File: config.mk
export PLATFORM = sky130hd
export DESIGN_NAME = dcache_replace
export DESIGN_NICKNAME = d
export VERILOG_FILES = /design/src/source/mem_bus_pkg.sv /design/src/source/dcache_pkg.sv /design/src/source/dcache_replace.sv
export SDC_FILE = /design/constraint.sdc
export NUM_CORES = 1
export LEC_CHECK = 0
export BUFFER_PORTS_ARGS = -buffer_cell sky130_fd_sc_hd__buf_2
export CAP_MARGIN = 30
export CORE_MARGIN = 2
export CORE_UTILIZATION = 30
export DETAILED_ROUTE_END_ITERATION = 16
export GPL_ROUTABILITY_DRIVEN = 0
export SLEW_MARGIN = 20
export SYNTH_ARGS = -nofsm -noshare
export SYNTH_HDL_FRONTEND = slang
export SYNTH_SLANG_ARGS = --single-unit
File: constraint.sdc
create_clock -name clk -period 2.63 [get_ports clk]
set_input_delay 0.526 -clock clk [delete_from_list [all_inputs] [get_ports clk]]
set_output_delay 0.526 -clock clk [all_outputs]
set_load 0.03 [all_outputs]
File: src/source/mem_bus_pkg.sv
package mem_bus_pkg;

  localparam int ADDR_BITS  = 32;
  localparam int WORD_BITS  = 32;
  localparam int LINE_WORDS = 4;
  localparam int LINE_BITS  = LINE_WORDS * WORD_BITS;

  typedef logic [ADDR_BITS-1:0] addr_t;
  typedef logic [WORD_BITS-1:0] word;
  typedef logic [LINE_BITS-1:0] line_t;  // word 0 in the low bits

  typedef struct packed {
    logic  rd_req;
    addr_t rd_addr;   // line aligned
    logic  wr_req;
    addr_t wr_addr;   // line aligned
    line_t wr_data;
  } mem_req_t;

  typedef struct packed {
    logic  rd_rdy;
    logic  wr_rdy;
    logic  ret_valid;
    line_t ret_data;
    logic  wr_valid;  // write committed
  } mem_resp_t;

endpackage
File: src/source/dcache_pkg.sv
package dcache_pkg;

  localparam int WAYS        = 2;
  localparam int SETS        = 16;
  localparam int OFFSET_BITS = 4;
  localparam int INDEX_BITS  = 4;
  localparam int TAG_BITS    = 24;
  localparam int BANK_BITS   = 2;  // word select inside a line

  typedef logic [INDEX_BITS-1:0] index_t;
  typedef logic [TAG_BITS-1:0]   tag_t;
  typedef logic [BANK_BITS-1:0]  bank_t;
  typedef logic                  way_t;

  typedef enum logic {
    OP_LOAD  = 1'b0,
    OP_STORE = 1'b1
  } op_t;

  typedef struct packed {
    logic               valid;
    op_t                op;
    mem_bus_pkg::addr_t addr;
    logic [3:0]         wstrb;  // bytes already in place
    mem_bus_pkg::word   wdata;
  } cpu_req_t;

  typedef struct packed {
    way_t               way;
    index_t             index;
    logic               tag_we;   // sets valid as well
    tag_t               tag;
    logic               line_we;
    bank_t              word_sel;
    logic [3:0]         wstrb;    // nonzero means a single word write
    mem_bus_pkg::word   word;
    mem_bus_pkg::line_t line;
  } array_wr_t;

  typedef struct packed {
    logic valid;
    tag_t tag;
  } tag_entry_t;

  typedef tag_entry_t [WAYS-1:0]         way_tags_t;
  typedef mem_bus_pkg::line_t [WAYS-1:0] way_lines_t;

  typedef enum logic [2:0] {
    S_IDLE,
    S_LOOKUP,
    S_STORE,
    S_MISS_CLEAN,
    S_MISS_DIRTY,
    S_WRITEBACK,
    S_REFILL
  } state_t;

endpackage

File: src/source/dcache_replace.sv
module dcache_replace (
  input  logic               clk,
  input  logic               resetn,
  input  dcache_pkg::index_t index,
  input  logic               touch_valid,
  input  dcache_pkg::way_t   touch_way,
  input  logic               touch_store,
  input  logic               clean_valid,
  output dcache_pkg::way_t   victim_way,
  output logic               victim_dirty
);
  import dcache_pkg::*;

  logic [SETS-1:0] lru_q;             // bit names the way to evict next
  logic [SETS-1:0] dirty_q [WAYS];

  assign victim_way   = lru_q[index];
  assign victim_dirty = dirty_q[victim_way][index];

  always_ff @(posedge clk) begin
    if (!resetn) begin
      lru_q <= '0;
    end else if (touch_valid) begin
      lru_q[index] <= ~touch_way;  // other way becomes the victim
    end
  end

  always_ff @(posedge clk) begin
    if (!resetn) begin
      for (int w = 0; w < WAYS; w++) begin
        dirty_q[w] <= '0;
      end
    end else if (touch_valid && touch_store) begin
      dirty_q[touch_way][index] <= 1'b1;
    end else if (clean_valid) begin
      // victim just went out to memory
      dirty_q[victim_way][index] <= 1'b0;
    end
  end

endmodule

# --- Yosys cells after proc, flatten, opt, wreduce, memory -nomap -nowiden ---
# Memory sizes are Yosys's and may differ from the RTL's.
# Index checks and enable logic that the tools add are counted.
totals:
  reg_bits: 16
  ram_bits: 32
  inputBits: 10
  out_inout_bits: 2
  word_cells: 30
  n_memories: 1
memory_table:
  columns: ["name", "depth", "word_bits", "rd", "rd_ports_with_merged_regs", "write_ports", "line_no", "text"]
  rows:
  - ["dirty_q", 2, 16, 1, 0, 2, "dcache_replace.sv:15", "logic [SETS-1:0] dirty_q [WAYS];"]
op_classes:
  n_lt_le_gt_ge: 2
  muxes: 21
  n_bitwise: 1
  n_reduce_logical: 4
op_table:
  columns: ["operator", "n"]
  rows:
  - ["16-bit two-way mux", 6]
  - ["16-bit OR reduction", 2]
  - ["16-bit bitwise mux", 1]
  - ["1-bit two-way mux", 11]
  - ["1-bit binary-select mux with 4-bit select", 2]
  - ["4-bit by 5-bit < comparator with 1-bit output (second input constant)", 1]
  - ["1-bit demux with 4-bit select", 1]
  - ["4-bit by 1-bit >= comparator with 1-bit output (second input constant)", 1]
  - ["1-bit logical AND", 2]
  - ["1-bit NOT", 1]

# --- Logic depth before layout (Yosys ltp) ---
logic_depth:
  depth_word: 8
  depth_mapped: 9
  ltp_nobuf: 7

# --- Least setup slack after synthesis ---
# No wires, ideal clock.
synth_timing:
  path_type: "input to output"
  startpoint: "input port index[0]"
  endpoint: "output port victim_dirty"
  t_arrival_ns: 2.718
  required_time_ns: 2.104
  path_slack_ns: -0.614
  path_stages: 9
  n_path_buf: 2
  cell_sequence: "buf_6 -> mux4_2 -> mux2i_4 -> mux2i_4 -> buf_6 -> mux2i_1 -> o22ai_1 -> nor2_1 -> nor3_1"
synth_via:
  elab_chain_cells: 5
synth_lines:
  columns: ["element", "line_no", "text"]
  rows:
  - ["start, declared", "dcache_replace.sv:4", "input dcache_pkg::index_t index,"]
  - ["1-bit binary-select mux with 4-bit select", "dcache_replace.sv:17", "assign victim_way = lru_q[index];"]
  - ["1-bit two-way mux (implied by the code)", "dcache_replace.sv:17", null]
  - ["via victim_way", "dcache_replace.sv:9", "output dcache_pkg::way_t victim_way,"]
  - ["memory 2 x 16 bit", null, null]
  - ["1-bit binary-select mux with 4-bit select", "dcache_replace.sv:18", "assign victim_dirty = dirty_q[victim_way][index];"]
  - ["1-bit two-way mux (implied by the code)", "dcache_replace.sv:18", null]
  - ["end, declared", "dcache_replace.sv:10", "output logic victim_dirty"]
# The timed path passes the listed nets, and every way through them passes these cells. The select of a mux whose other input is x is not followed.

# --- Worst setup path after layout ---
layout_timing:
  startpoint: "input port index[0]"
  endpoint: "output port victim_dirty"
layout_via:
  elab_chain_cells: 5
layout_lines:
  columns: ["element", "line_no"]
  rows:
  - ["1-bit binary-select mux with 4-bit select", "dcache_replace.sv:17"]
  - ["1-bit two-way mux (implied by the code)", "dcache_replace.sv:17"]
  - ["memory 2 x 16 bit", null]
  - ["1-bit binary-select mux with 4-bit select (*)", "dcache_replace.sv:18"]
  - ["1-bit two-way mux (implied by the code) (*)", "dcache_replace.sv:18"]
# Mark *: on every way between the ends. The rest lies on a longest branch, timed or not. The select of a mux whose other input is x is not followed.

==> flow_metrics.env <==
export IMPL_outcome="finished with violations"
export IMPL_violations="setup timing"
export IMPL_fmax_ghz=0.339
export IMPL_synth_edf_count=32
export IMPL_via_per_inst=5.08
export IMPL_critPathRequiredTime_ps=2100
export IMPL_antenna_cells=0
export IMPL_wl_met1_mm=2.65
export IMPL_period_needed_ps=2950
export IMPL_cp_max_fo=7
export IMPL_rsz0062_at_grt="true"
export IMPL_synth_cells=261
export IMPL_drive_gt1_share_pct=21.3
export IMPL_synth_warnings=0
export IMPL_clock_path_buffers=2
export IMPL_start_util_pct=30.8
export IMPL_cts_tree="yes"
export IMPL_grt_ovfl_total=0
export IMPL_route_detailed_drc=0
export IMPL_drv_cap=0
export IMPL_drt_initial_drc_count=121
export IMPL_grt_pass1_vias=1993
export IMPL_max_slew_margin_pct=63.1
export IMPL_min_path_type="flop to flop"
export IMPL_power_density_nw_per_um2=497
export IMPL_met3_length_um=309
export IMPL_dr_max_layer_used="met4"
export IMPL_total_power_uw=1480
export IMPL_wl_met2_mm=2.82
export IMPL_async_flop_share_pct=0
export IMPL_core_area_um2=8220
export IMPL_skew_ps=5.24
export IMPL_min_delay_start="lru_q[13]$_SDFFE_PN0P_"
export IMPL_syn_avg_cell_area_um2=9.71
export IMPL_n_fill_cell=834
export IMPL_fin_ws_ps=-316
export IMPL_finalMaxSlewViolations=0
export IMPL_antenna_found_initial=0
export IMPL_die_w_um=95.9
export IMPL_r2r_end="dirty_q[1][10]$_SDFFCE_PN0P_"
export IMPL_antenna_left=0
export IMPL_min_to="lru_q[13]$_SDFFE_PN0P_"
export IMPL_r2r_start="lru_q[11]$_SDFFE_PN0P_"
export IMPL_min_period_over_period_pct=112
export IMPL_grt_pass1_wl_mm=9.73
export IMPL_die_height_um=95.9
export IMPL_cts_sinks=48
export IMPL_firstDrtPassIters=4
export IMPL_cp_arrival_ps=2420
export IMPL_root_buffer="clkbuf_8"
export IMPL_routedWlPerCell_um=15.2
export IMPL_dp_hpwl_mm=4.27
export IMPL_postLayoutCoreUtil_pct=36.3
export IMPL_num_rows=33
export IMPL_pin_count=12
export IMPL_vdd_ir_drop_max_mv=0.183
export IMPL_rr_worst_depth=7
export IMPL_path_clk_slew_ps=80
export IMPL_ys_flop_type="edfxtp_1"
export IMPL_netlist_area_um2=2530
export IMPL_crit_path_start_kind="input pin"
export IMPL_cts_made_buffers=5
export IMPL_syn_nets=271
export IMPL_worst_pin_slew_ps=554
export IMPL_r2r_setup_slack_ps=290
export IMPL_die_area_um2=9200
export IMPL_syn_to_final_growth_pct=17.8
export IMPL_worstHoldPathCells=1
export IMPL_grt_usage_pct=14.2
export IMPL_synth_seq_area_share_pct=50.6
export IMPL_multi_input_area_um2=1190
export IMPL_seq_area_um2=1280
export IMPL_end_kind="output pin"
export IMPL_yosys_cell_types_count=34
export IMPL_hold_violations=0
export IMPL_vias=1993
export IMPL_setup_violations=1
export IMPL_grt_max_degree=39
export IMPL_clk_latency_ps=300
export IMPL_p_leak_uw=0.00122
export IMPL_post_place_ws_ps=-487
export IMPL_io_buffers=11
export IMPL_fin_nets=296
export IMPL_htreeDepth=2
export IMPL_synth_seq_cells=48
export IMPL_wl_mm=5.94
export IMPL_worst_setup_path_type="input pin to output pin"
Yosys cell counts, types with 2 or more instances:
cell      instances  share of area (%)
a22oi_1           2               0.59
buf_2             3               0.59
buf_6             2               0.89
clkbuf_1         14                2.1
dfxtp_1          16                 13
edfxtp_1         32                 38
mux2i_1          12                4.7
mux2i_4           3                2.7
mux4_2            4                3.6
nand2_1          38                5.6
nand2b_1          3               0.74
nor2_1           58                8.6
nor2b_1           2               0.49
o211a_1          16                6.3
o21ai_0          32                6.3
o21ai_1           4               0.79
o221ai_1          2               0.69
o22ai_1           2               0.49
worst max path at each step:
| stage | start | endpoint | depth (start not counted) | slack, ps |
|---|---|---|---|---|
| detailed placement | index[0] | victim_dirty | 10 | -490 |
| finish | index[0] | victim_dirty | 10 | -320 |
| CTS | index[0] | victim_dirty | 11 | -350 |
| global route | index[0] | victim_dirty | 10 | -400 |
| floorplan | index[0] | victim_dirty | 9 | -280 |
| global placement | index[0] | victim_dirty | 10 | -450 |
routing by layer:
metal | global-route usage (%) | up-vias
li1 | - | 979
met1 | 17.1 | 956
met2 | 23.1 | 48
met3 | 3.52 | 10
met4 | 7.98 | 0
met5 | 0 | -
cells in the final DEF (no fill, tap or decap), types with 3 or more instances in the layout:
| cell type | synthesis | final |
|---|---|---|
| buf_2 | 3 | 9 |
| buf_4 | 1 | 25 |
| clkbuf_8 | 0 | 5 |
| dfxtp_1 | 16 | 15 |
| edfxtp_1 | 32 | 32 |
| mux2i_1 | 12 | 11 |
| mux2i_4 | 3 | 3 |
| mux4_2 | 4 | 4 |
| nand2_1 | 38 | 38 |
| nand2b_1 | 3 | 3 |
| nor2_1 | 58 | 57 |
| o211a_1 | 16 | 16 |
| o21ai_0 | 32 | 31 |
| o21ai_1 | 4 | 5 |
repair_timing:
item / 4_1_cts / 5_1_grt
endpoints found under the setup margin: 1 / 1
gates resized for setup: 7 / 8
setup buffers: 1 / 3
hold buffers: 0 / 0
cloned: 0 / 0
endpoints found under the hold margin: 0 / 0
pin swaps: 1 / 4
where the power goes:
part           switching [uW]  internal [uW]
Clock                     240            186
Combinational             124           85.0
Sequential               13.1            836
kinds of logic after synthesis:
kind of cell / synth area share (%)
flops: 50.6
compound gates: 17.1
mux: 11.0
simple gates: 17.2
buf+inv: 4.15
flip-flops by register name (all words and copies together), names as in the netlist:
name     cells
dirty_q     32
lru_q       16
critical path: stages:
cell      delay [ps]
buf_12            90
mux4_2           520
mux2i_4          200
mux2i_4          140
buf_12           160
mux2i_2          140
o221ai_2         190
nor2_2            80
nor3_4           200
buf_6            150
per-stage QoR:
step           hold WS, ps  std cells  setup TNS [ps]  cell area, um^2
2_1_floorplan          467        261            -278             2540
3_5_place_dp           486        381           -3310             2830
5_1_grt                522        392            -404             2990
4_1_cts                506        390            -347             2940
3_3_place_gp           481        381           -2410             2830
6_report               507        392            -316             2990
cell type report:
cell class              count  share of cell area, %
well taps                 105                   4.40
multi-input cells         191                   39.8
repair buffers             38                   9.89
clock inverters             1                  0.126
inverters                   2                  0.251
clock buffers               7                   2.56
flip-flops and latches     48                   43.0
Note: power is estimated with default switching activity, not from simulation.
