<file path="src/source/mem_bus_pkg.sv">
package mem_bus_pkg;

  localparam int ADDR_BITS  = 32;
  localparam int WORD_BITS  = 32;
  localparam int LINE_WORDS = 4;
  localparam int LINE_BITS  = LINE_WORDS * WORD_BITS;

  typedef logic [ADDR_BITS-1:0] addr_t;
  typedef logic [WORD_BITS-1:0] word;
  typedef logic [LINE_BITS-1:0] line_t;  // word 0 in the low bits

  typedef struct packed {
    logic  rd_req;
    addr_t rd_addr;   // line aligned
    logic  wr_req;
    addr_t wr_addr;   // line aligned
    line_t wr_data;
  } mem_req_t;

  typedef struct packed {
    logic  rd_rdy;
    logic  wr_rdy;
    logic  ret_valid;
    line_t ret_data;
    logic  wr_valid;  // write committed
  } mem_resp_t;

endpackage
</file>
<file path="src/source/dcache_pkg.sv">
package dcache_pkg;

  localparam int WAYS        = 2;
  localparam int SETS        = 16;
  localparam int OFFSET_BITS = 4;
  localparam int INDEX_BITS  = 4;
  localparam int TAG_BITS    = 24;
  localparam int BANK_BITS   = 2;  // word select inside a line

  typedef logic [INDEX_BITS-1:0] index_t;
  typedef logic [TAG_BITS-1:0]   tag_t;
  typedef logic [BANK_BITS-1:0]  bank_t;
  typedef logic                  way_t;

  typedef enum logic {
    OP_LOAD  = 1'b0,
    OP_STORE = 1'b1
  } op_t;

  typedef struct packed {
    logic               valid;
    op_t                op;
    mem_bus_pkg::addr_t addr;
    logic [3:0]         wstrb;  // bytes already in place
    mem_bus_pkg::word   wdata;
  } cpu_req_t;

  typedef struct packed {
    way_t               way;
    index_t             index;
    logic               tag_we;   // sets valid as well
    tag_t               tag;
    logic               line_we;
    bank_t              word_sel;
    logic [3:0]         wstrb;    // nonzero means a single word write
    mem_bus_pkg::word   word;
    mem_bus_pkg::line_t line;
  } array_wr_t;

  typedef struct packed {
    logic valid;
    tag_t tag;
  } tag_entry_t;

  typedef tag_entry_t [WAYS-1:0]         way_tags_t;
  typedef mem_bus_pkg::line_t [WAYS-1:0] way_lines_t;

  typedef enum logic [2:0] {
    S_IDLE,
    S_LOOKUP,
    S_STORE,
    S_MISS_CLEAN,
    S_MISS_DIRTY,
    S_WRITEBACK,
    S_REFILL
  } state_t;

endpackage

</file>
<file path="src/source/dcache_ctrl.sv">
module dcache_ctrl (
  input  logic                   clk,
  input  logic                   resetn,
  input  dcache_pkg::cpu_req_t   cpu_req,
  output logic                   addr_ok,
  output logic                   data_ok,
  output mem_bus_pkg::word       rdata,
  output mem_bus_pkg::mem_req_t  mem_req,
  input  mem_bus_pkg::mem_resp_t mem_resp,
  output logic                   rd_en,
  output dcache_pkg::index_t     rd_index,
  output dcache_pkg::array_wr_t  wr,
  input  dcache_pkg::way_tags_t  tags,
  input  dcache_pkg::way_lines_t lines,
  output dcache_pkg::index_t     repl_index,
  output logic                   touch_valid,
  output dcache_pkg::way_t       touch_way,
  output logic                   touch_store,
  output logic                   clean_valid,
  input  dcache_pkg::way_t       victim_way,
  input  logic                   victim_dirty
);
  import mem_bus_pkg::*;
  import dcache_pkg::*;

  typedef struct packed {
    way_t       way;
    index_t     index;
    bank_t      bank;
    logic [3:0] wstrb;
    word        data;
  } store_buf_t;

  state_t          state;
  state_t          state_nxt;
  cpu_req_t        req_buf;
  store_buf_t      stb;
  logic            replay;   // refill done, look the buffered request up again
  logic            accept;
  logic [WAYS-1:0] hit_way;
  logic            hit;
  way_t            hit_sel;
  index_t          buf_index;
  tag_t            buf_tag;
  bank_t           buf_bank;

  assign buf_index = req_buf.addr[OFFSET_BITS +: INDEX_BITS];
  assign buf_tag   = req_buf.addr[OFFSET_BITS+INDEX_BITS +: TAG_BITS];
  assign buf_bank  = req_buf.addr[2 +: BANK_BITS];

  // tags come back one cycle after the read, same cycle as req_buf
  always_comb begin
    for (int w = 0; w < WAYS; w++) begin
      hit_way[w] = tags[w].valid && (tags[w].tag == buf_tag);
    end
  end

  assign hit     = |hit_way;
  assign hit_sel = hit_way[1];

  assign data_ok = (state == S_LOOKUP) && hit;
  assign rdata   = lines[hit_sel][buf_bank*WORD_BITS +: WORD_BITS];
  // load hits keep the pipe open, stores close it for two cycles
  assign addr_ok = ((state == S_IDLE) && !replay) || (data_ok && req_buf.op == OP_LOAD);
  assign accept  = cpu_req.valid && addr_ok;

  assign rd_en    = accept || ((state == S_IDLE) && replay);
  assign rd_index = replay ? buf_index : cpu_req.addr[OFFSET_BITS +: INDEX_BITS];

  assign repl_index  = buf_index;
  assign touch_valid = data_ok;
  assign touch_way   = hit_sel;
  assign touch_store = req_buf.op == OP_STORE;
  assign clean_valid = (state == S_WRITEBACK) && mem_resp.wr_valid;

  always_ff @(posedge clk) begin
    if (accept) begin
      req_buf <= cpu_req;
    end
  end

  always_ff @(posedge clk) begin
    if (data_ok && req_buf.op == OP_STORE) begin
      stb.way   <= hit_sel;
      stb.index <= buf_index;
      stb.bank  <= buf_bank;
      stb.wstrb <= req_buf.wstrb;
      stb.data  <= req_buf.wdata;
    end
  end

  always_ff @(posedge clk) begin
    if (!resetn) begin
      state  <= S_IDLE;
      replay <= 1'b0;
    end else begin
      state <= state_nxt;
      if (state == S_REFILL && mem_resp.ret_valid) begin
        replay <= 1'b1;
      end else if (state == S_IDLE) begin
        replay <= 1'b0;
      end
    end
  end

  always_comb begin
    state_nxt = state;
    unique case (state)
      S_IDLE: begin
        if (replay || accept) begin
          state_nxt = S_LOOKUP;
        end
      end
      S_LOOKUP: begin
        if (!hit) begin
          state_nxt = victim_dirty ? S_MISS_DIRTY : S_MISS_CLEAN;
        end else if (req_buf.op == OP_STORE) begin
          state_nxt = S_STORE;
        end else if (!accept) begin
          state_nxt = S_IDLE;
        end
      end
      S_STORE: begin
        state_nxt = S_IDLE;
      end
      S_MISS_DIRTY: begin
        if (mem_resp.wr_rdy) begin
          state_nxt = S_WRITEBACK;
        end
      end
      S_WRITEBACK: begin
        if (mem_resp.wr_valid) begin
          state_nxt = S_MISS_CLEAN;
        end
      end
      S_MISS_CLEAN: begin
        if (mem_resp.rd_rdy) begin
          state_nxt = S_REFILL;
        end
      end
      S_REFILL: begin
        if (mem_resp.ret_valid) begin
          state_nxt = S_IDLE;
        end
      end
      default: begin
        state_nxt = S_IDLE;
      end
    endcase
  end

  // array outputs still hold the miss lookup, victim tag and line included
  always_comb begin
    mem_req         = '0;
    mem_req.rd_req  = state == S_MISS_CLEAN;
    mem_req.rd_addr = {buf_tag, buf_index, {OFFSET_BITS{1'b0}}};
    mem_req.wr_req  = state == S_MISS_DIRTY;
    mem_req.wr_addr = {tags[victim_way].tag, buf_index, {OFFSET_BITS{1'b0}}};
    mem_req.wr_data = lines[victim_way];
  end

  always_comb begin
    wr = '0;
    if (state == S_REFILL && mem_resp.ret_valid) begin
      wr.way     = victim_way;
      wr.index   = buf_index;
      wr.tag_we  = 1'b1;
      wr.tag     = buf_tag;
      wr.line_we = 1'b1;
      wr.line    = mem_resp.ret_data;
    end else if (state == S_STORE) begin
      wr.way      = stb.way;
      wr.index    = stb.index;
      wr.word_sel = stb.bank;
      wr.wstrb    = stb.wstrb;
      wr.word     = stb.data;
    end
  end

endmodule

</file>
<file path="config.mk">
export PLATFORM = sky130hd
export DESIGN_NAME = dcache_ctrl
export DESIGN_NICKNAME = d
export VERILOG_FILES = /design/src/source/mem_bus_pkg.sv /design/src/source/dcache_pkg.sv /design/src/source/dcache_ctrl.sv
export SDC_FILE = /design/constraint.sdc
export NUM_CORES = 1
export LEC_CHECK = 0
export ABC_AREA = 1
export BUFFER_PORTS_ARGS = -buffer_cell sky130_fd_sc_hd__buf_4
export CAP_MARGIN = 20
export CORE_AREA = 2 2 370 372
export CTS_BUF_LIST = sky130_fd_sc_hd__clkbuf_8
export DETAILED_ROUTE_END_ITERATION = 6
export DIE_AREA = 0 0 372 374
export GPL_ROUTABILITY_DRIVEN = 0
export PLACE_DENSITY = 0.3
export SYNTH_ARGS = -nofsm -noshare
export SYNTH_HDL_FRONTEND = slang
export SYNTH_SLANG_ARGS = --single-unit
</file>
<file path="constraint.sdc">
create_clock -name clk -period 6.96 [get_ports clk]
set_clock_uncertainty 0.2 [all_clocks]
set_input_delay 0 -clock clk [delete_from_list [all_inputs] [get_ports clk]]
set_output_delay 0 -clock clk [all_outputs]
set_load 0.05 [all_outputs]
</file>
; ---- Yosys cells after proc, flatten, opt, wreduce, memory -nomap -nowiden
; Index checks and enable logic that the tools add are counted.
[op_classes]
reduce_logical = 18
n_eq_ne = 14
bitwise_logic = 1
n_mux = 25
n_lt_le_gt_ge = 2
shifts = 1
[ops]
columns = cell, n
row1 = 2-to-1 mux 128 bit, 5
row2 = variable part select 128 x 8 -> 32 bit, 1
row3 = 2-to-1 mux 38 bit, 2
row4 = == test 24 bit, 2
row5 = 2-to-1 mux 24 bit, 2
row6 = 2-to-1 mux 3 bit, 9
row7 = 2-to-1 mux 26 bit, 1
row8 = one-hot mux 3 bit (6 select lines), 1
row9 = logical AND 1 bit, 10
row10 = 2-to-1 mux 5 bit, 2
row11 = == test 3 bit (second input constant), 3
row12 = == test 3 x 2 -> 1 bit (second input constant), 2
row13 = inequality test 2 x 1 -> 1 bit (second input constant), 3
row14 = AND reduction 6 bit, 1
row15 = < comparator 1 x 2 -> 1 bit (second input constant), 2
row16 = 2-to-1 mux 4 bit, 1
row17 = inequality test 2 bit (second input constant), 2
row18 = inequality test 4 bit (second input constant), 1
row19 = == test 3 x 1 -> 1 bit (second input constant), 1
row20 = logical NOT 3 bit, 1
row21 = logical OR 1 bit, 3
row22 = 2-to-1 mux 1 bit, 2
row23 = nonzero test 2 bit, 1
row24 = OR reduction 2 bit, 1
row25 = other kinds (2), 2
[totals]
inputBits = 512
output_inout_bits = 438
word_cells = 72
ff_bits = 116

; ---- Longest topological paths before layout
[depth]
depth_word = 11
mapped_depth = 15
mapped_depth_nobuf = 13

; ---- Worst setup path after synthesis
; OpenSTA, ideal clock, no wires.
[synth_timing]
kind = register to register
startpoint = register req_buf (netlist bit mem_req[177])
endpoint = register req_buf (netlist bit buf_bank[0]) (enable)
required_time_ps = 6339
setup_time_ps = 421
arrival_ps = 3153
setup_slack_ps = 3186
synth_period_minus_slack_ps = 3774
stages_incl_launch_ff = 12
path_cell_list = edfxtp_1 -> xor2_1 -> nor2_1 -> nand2_1 -> nor2_1 -> nand3_4 -> buf_6 -> nand2_1 -> nand3_1 -> nand2_1 -> nand2_1 -> inv_1
[synth_between]
elab_chain_len = 7
[synth_lines]
columns = element, line_no
row1 = start: declaration, dcache_ctrl.sv:36  ; cpu_req_t req_buf;
row2 = start signal: assignment, dcache_ctrl.sv:78  ; req_buf <= cpu_req;
row3 = == test 24 bit, dcache_ctrl.sv:54  ; hit_way[w] = tags[w].valid && (tags[w].tag == buf_tag);
row4 = logical AND 1 bit, dcache_ctrl.sv:54
row5 = OR reduction 2 bit *, dcache_ctrl.sv:58  ; assign hit = |hit_way;
row6 = logical AND 1 bit *, dcache_ctrl.sv:61  ; assign data_ok = (state == S_LOOKUP) && hit;
row7 = logical AND 1 bit *, dcache_ctrl.sv:64  ; assign addr_ok = ((state == S_IDLE) && !replay) || (data_ok && req_buf.op == OP_LOAD);
row8 = logical OR 1 bit *, dcache_ctrl.sv:64
row9 = net addr_ok, dcache_ctrl.sv:5  ; output logic addr_ok,
row10 = logical AND 1 bit *, dcache_ctrl.sv:65  ; assign accept = cpu_req.valid && addr_ok;
row11 = net accept, dcache_ctrl.sv:39  ; logic accept;
; Mark *: on every way through the listed nets, which the timed path passes. The rest lies on a longest branch.
; A chain may end at the register's enable or synchronous reset.

; ---- Worst setup path after layout
[layout_timing]
startpoint = register req_buf (netlist bit mem_req[178])
endpoint = output port rdata[22]
[layout_between]
elab_chain_len = 5
[layout_lines]
columns = element, line_no
row1 = == test 24 bit, dcache_ctrl.sv:54
row2 = logical AND 1 bit, dcache_ctrl.sv:54
row3 = 2-to-1 mux 128 bit (implied by the code) (2 in series), dcache_ctrl.sv:62  ; assign rdata = lines[hit_sel][buf_bank*WORD_BITS +: WORD_BITS];
row4 = variable part select 128 x 8 -> 32 bit, dcache_ctrl.sv:62
row5 = end: declaration, dcache_ctrl.sv:7  ; output mem_bus_pkg::word rdata,
; Every way passes these cells. The select of a mux whose other input is x is not followed.

==> flow_summary.ini <==
[timing]
finalHoldViolCount = 0
slew_headroom_pct = 34.9
worstMarginPinSlew_ps = 976
min_period_over_period_pct = 64.1
tns_ps = 0
max_freq_ghz = 0.224
worst_slack_ps = 2500
rsz0062_at_grt = no
finalCriticalPeriod_ps = 4460
report.final.slew_viol_count = 0
setup_violations = 0

[worst_setup_path]
cp.required_ps = 6760
critPathLaunchType = register
critPathKind = register to output pin
endpoint_kind = output pin
critical_path_arrival_ps = 4260
worstPathMaxFanout = 186

[synth]
synth_warnings = 0
synth_flop_cell = edfxtp_1
synth_seq_cells = 114
yosysTopAreaCell = edfxtp_1
ys_types = 32
yosysSeqAreaShare_pct = 30.7
yosys-top-cells-count = 381 x nand2_1, 374 x inv_1, 241 x nor2_1
synth_top_area_share_pct = 30.0
async_flop_share_pct = 0
synth_most_common_cell = nand2_1
synth_area_leaders = edfxtp_1 30%, nand2_1 13%, inv_1 13%
syn_area_per_cell_um2 = 6.21
syn_inst = 1776
netlist_area_mm2 = 0.0110
synth_edf_count = 110

[routing]
vias = 14700
drc = 0
finalWirelength_mm = 87.7
drtPass1Iterations = 5
routed_via_density = 3.24
drtAntennaViolNets = 0
drtIter0Drc = 844
wl_per_cell_um = 19.3

[placement]
place_ws_ps = 2860
io_buffers = 939
dp_hpwl_mm = 75.2
dp.cells = 4369

[layout]
final-seq-area_mm2 = 0.00338
utilization_pct = 16.0
fillers = 15700
drive_gt1_share_pct = 37.3
multiInputGateArea_mm2 = 0.00539
nNetsFinal = 3266
area_delta_synth_final_pct = 95.4
stdcell_count = 4552

[clock_tree]
clk_pin_slew_worst_paths_ps = 120
cts_root_buf = clkbuf_8
ctsResizeCount = 0
numClockSinks = 114
cts-htree-levels = 4
tritoncts = done
cts_buffer_depth = 2
cts_made_buffers = 17
clock_latency_ps = 590

[floorplan]
io_pins = 950
die_x_um = 372
dieArea_mm2 = 0.139
core-area_mm2 = 0.135
die_height_um = 374
fp-row-count = 135
initial_core_util_pct = 8.17

[global_route]
met2_usage_pct = 19.5
grtUsageMet1_pct = 15.4
global_route.peak_usage_layer = met2
grt_use_met3_pct = 4.25
overflow = 0
antenna_found_initial = 15
grt_first_pass_wirelength_mm = 115
grt_max_degree = 187
grt_pass1_vias = 14400
grt_use_total_pct = 12.0

[run_status]
status = finished, final reports clean

[job]
maxCapViolations = 0

[power]
vdd_ir_drop_max_uv = 178
power.density_mw_per_mm2 = 205
p_leak_nw = 11.1

[min_path]
min_path_type = input port to register
==> final timing paths <==
| kind | slack (ps) | start | cells past startpoint | endpoint |
|---|---|---|---|---|
| worst min register to register | 220 | req_buf[26] | 0 | stb[26] |
| worst min-delay path | 90 | cpu_req[57] | 2 | mem_req[182] |
| worst max-delay path | 2500 | mem_req[178] | 11 | rdata[22] |
| worst max register to register | 2780 | mem_req[178] | 13 | state[2] |
==> routing by layer <==
layer,wire (um),part of all wire [%]
met1,38700,44
met5,34,0.039
met3,7280,8.3
met4,723,0.82
met2,40900,47
==> timing repair <==
item / 4_1_cts / 5_1_grt
setup buffers: 0 / 0
hold buffers: 147 / 0
hold endpoints to repair: 117 / 0
==> placed cells by master (no fill, tap or decap), types with 11 or more instances in the layout <==
master         instances
xor2_1                11
a21oi_1               65
buf_4                951
o211ai_1              32
nand2_1              381
dlygate4sd3_1        147
inv_1                371
edfxtp_1             110
o21ai_1               49
o211ai_2              32
nor3_1                11
nor2_1               240
nand3_1               76
clkbuf_8              17
and2_1                32
o21ai_0              176
==> power by group <==
part           leakage (nW)  total (mW)  internal [mW]  switching, mW
Combinational          9.84        2.66          0.806           1.86
Clock                 0.217       0.757          0.364          0.393
Sequential             1.05        1.00          0.900         0.0996
==> critical path, cell delays in order (launching register included) <==
cell,delay (ps)
edfxtp_1,470
nand2_1,220
nand2_1,80
nor2_1,490
nand3_1,180
nor2_2,160
nand3_4,320
buf_12,370
o21ai_1,620
nand3_1,130
and2_1,190
buf_4,180
==> registers in the layout (all words and copies together) (netlist names) <==
register	flops
buf_bank	2
req_buf	36
touch_store	1
replay	1
state	3
mem_req	28
stb	43
==> cell families (layout without fill, tap and decap cells) <==
group | Yosys count | count (layout) | share of synthesized area (%)
AND/OR/NAND/NOR | 760 | 760 | 28.3
buffers and inverters | 530 | 1514 | 20.8
AO/OA/AOI/OAI | 358 | 358 | 19.2
flip-flops | 114 | 114 | 30.7
XOR/XNOR | 13 | 13 | 1.03
other | 1 | 12 | 0.0340
==> final cells by class <==
cell class / count / area share, %
timing repair buffer: 1101 / 40.2
multi-input combinational: 1139 / 25.0
sequential: 114 / 15.7
tap: 1781 / 10.3
inverter: 381 / 6.68
clock buffer: 17 / 1.09
clock inverter: 15 / 0.906
antenna: 4 / 0.0464
==> metrics by stage <==
step	hold slack, ps	cell area [um^2]	power (mW)
final	89.7	21600	4.42
after global routing	79.9	21500	4.68
after CTS	42.4	21500	4.53
after detailed placement	-20.5	19600	3.64
after global placement	-21.3	19600	3.64
after floorplan	-101	11100	2.54
(Power assumes the default switching activity.)
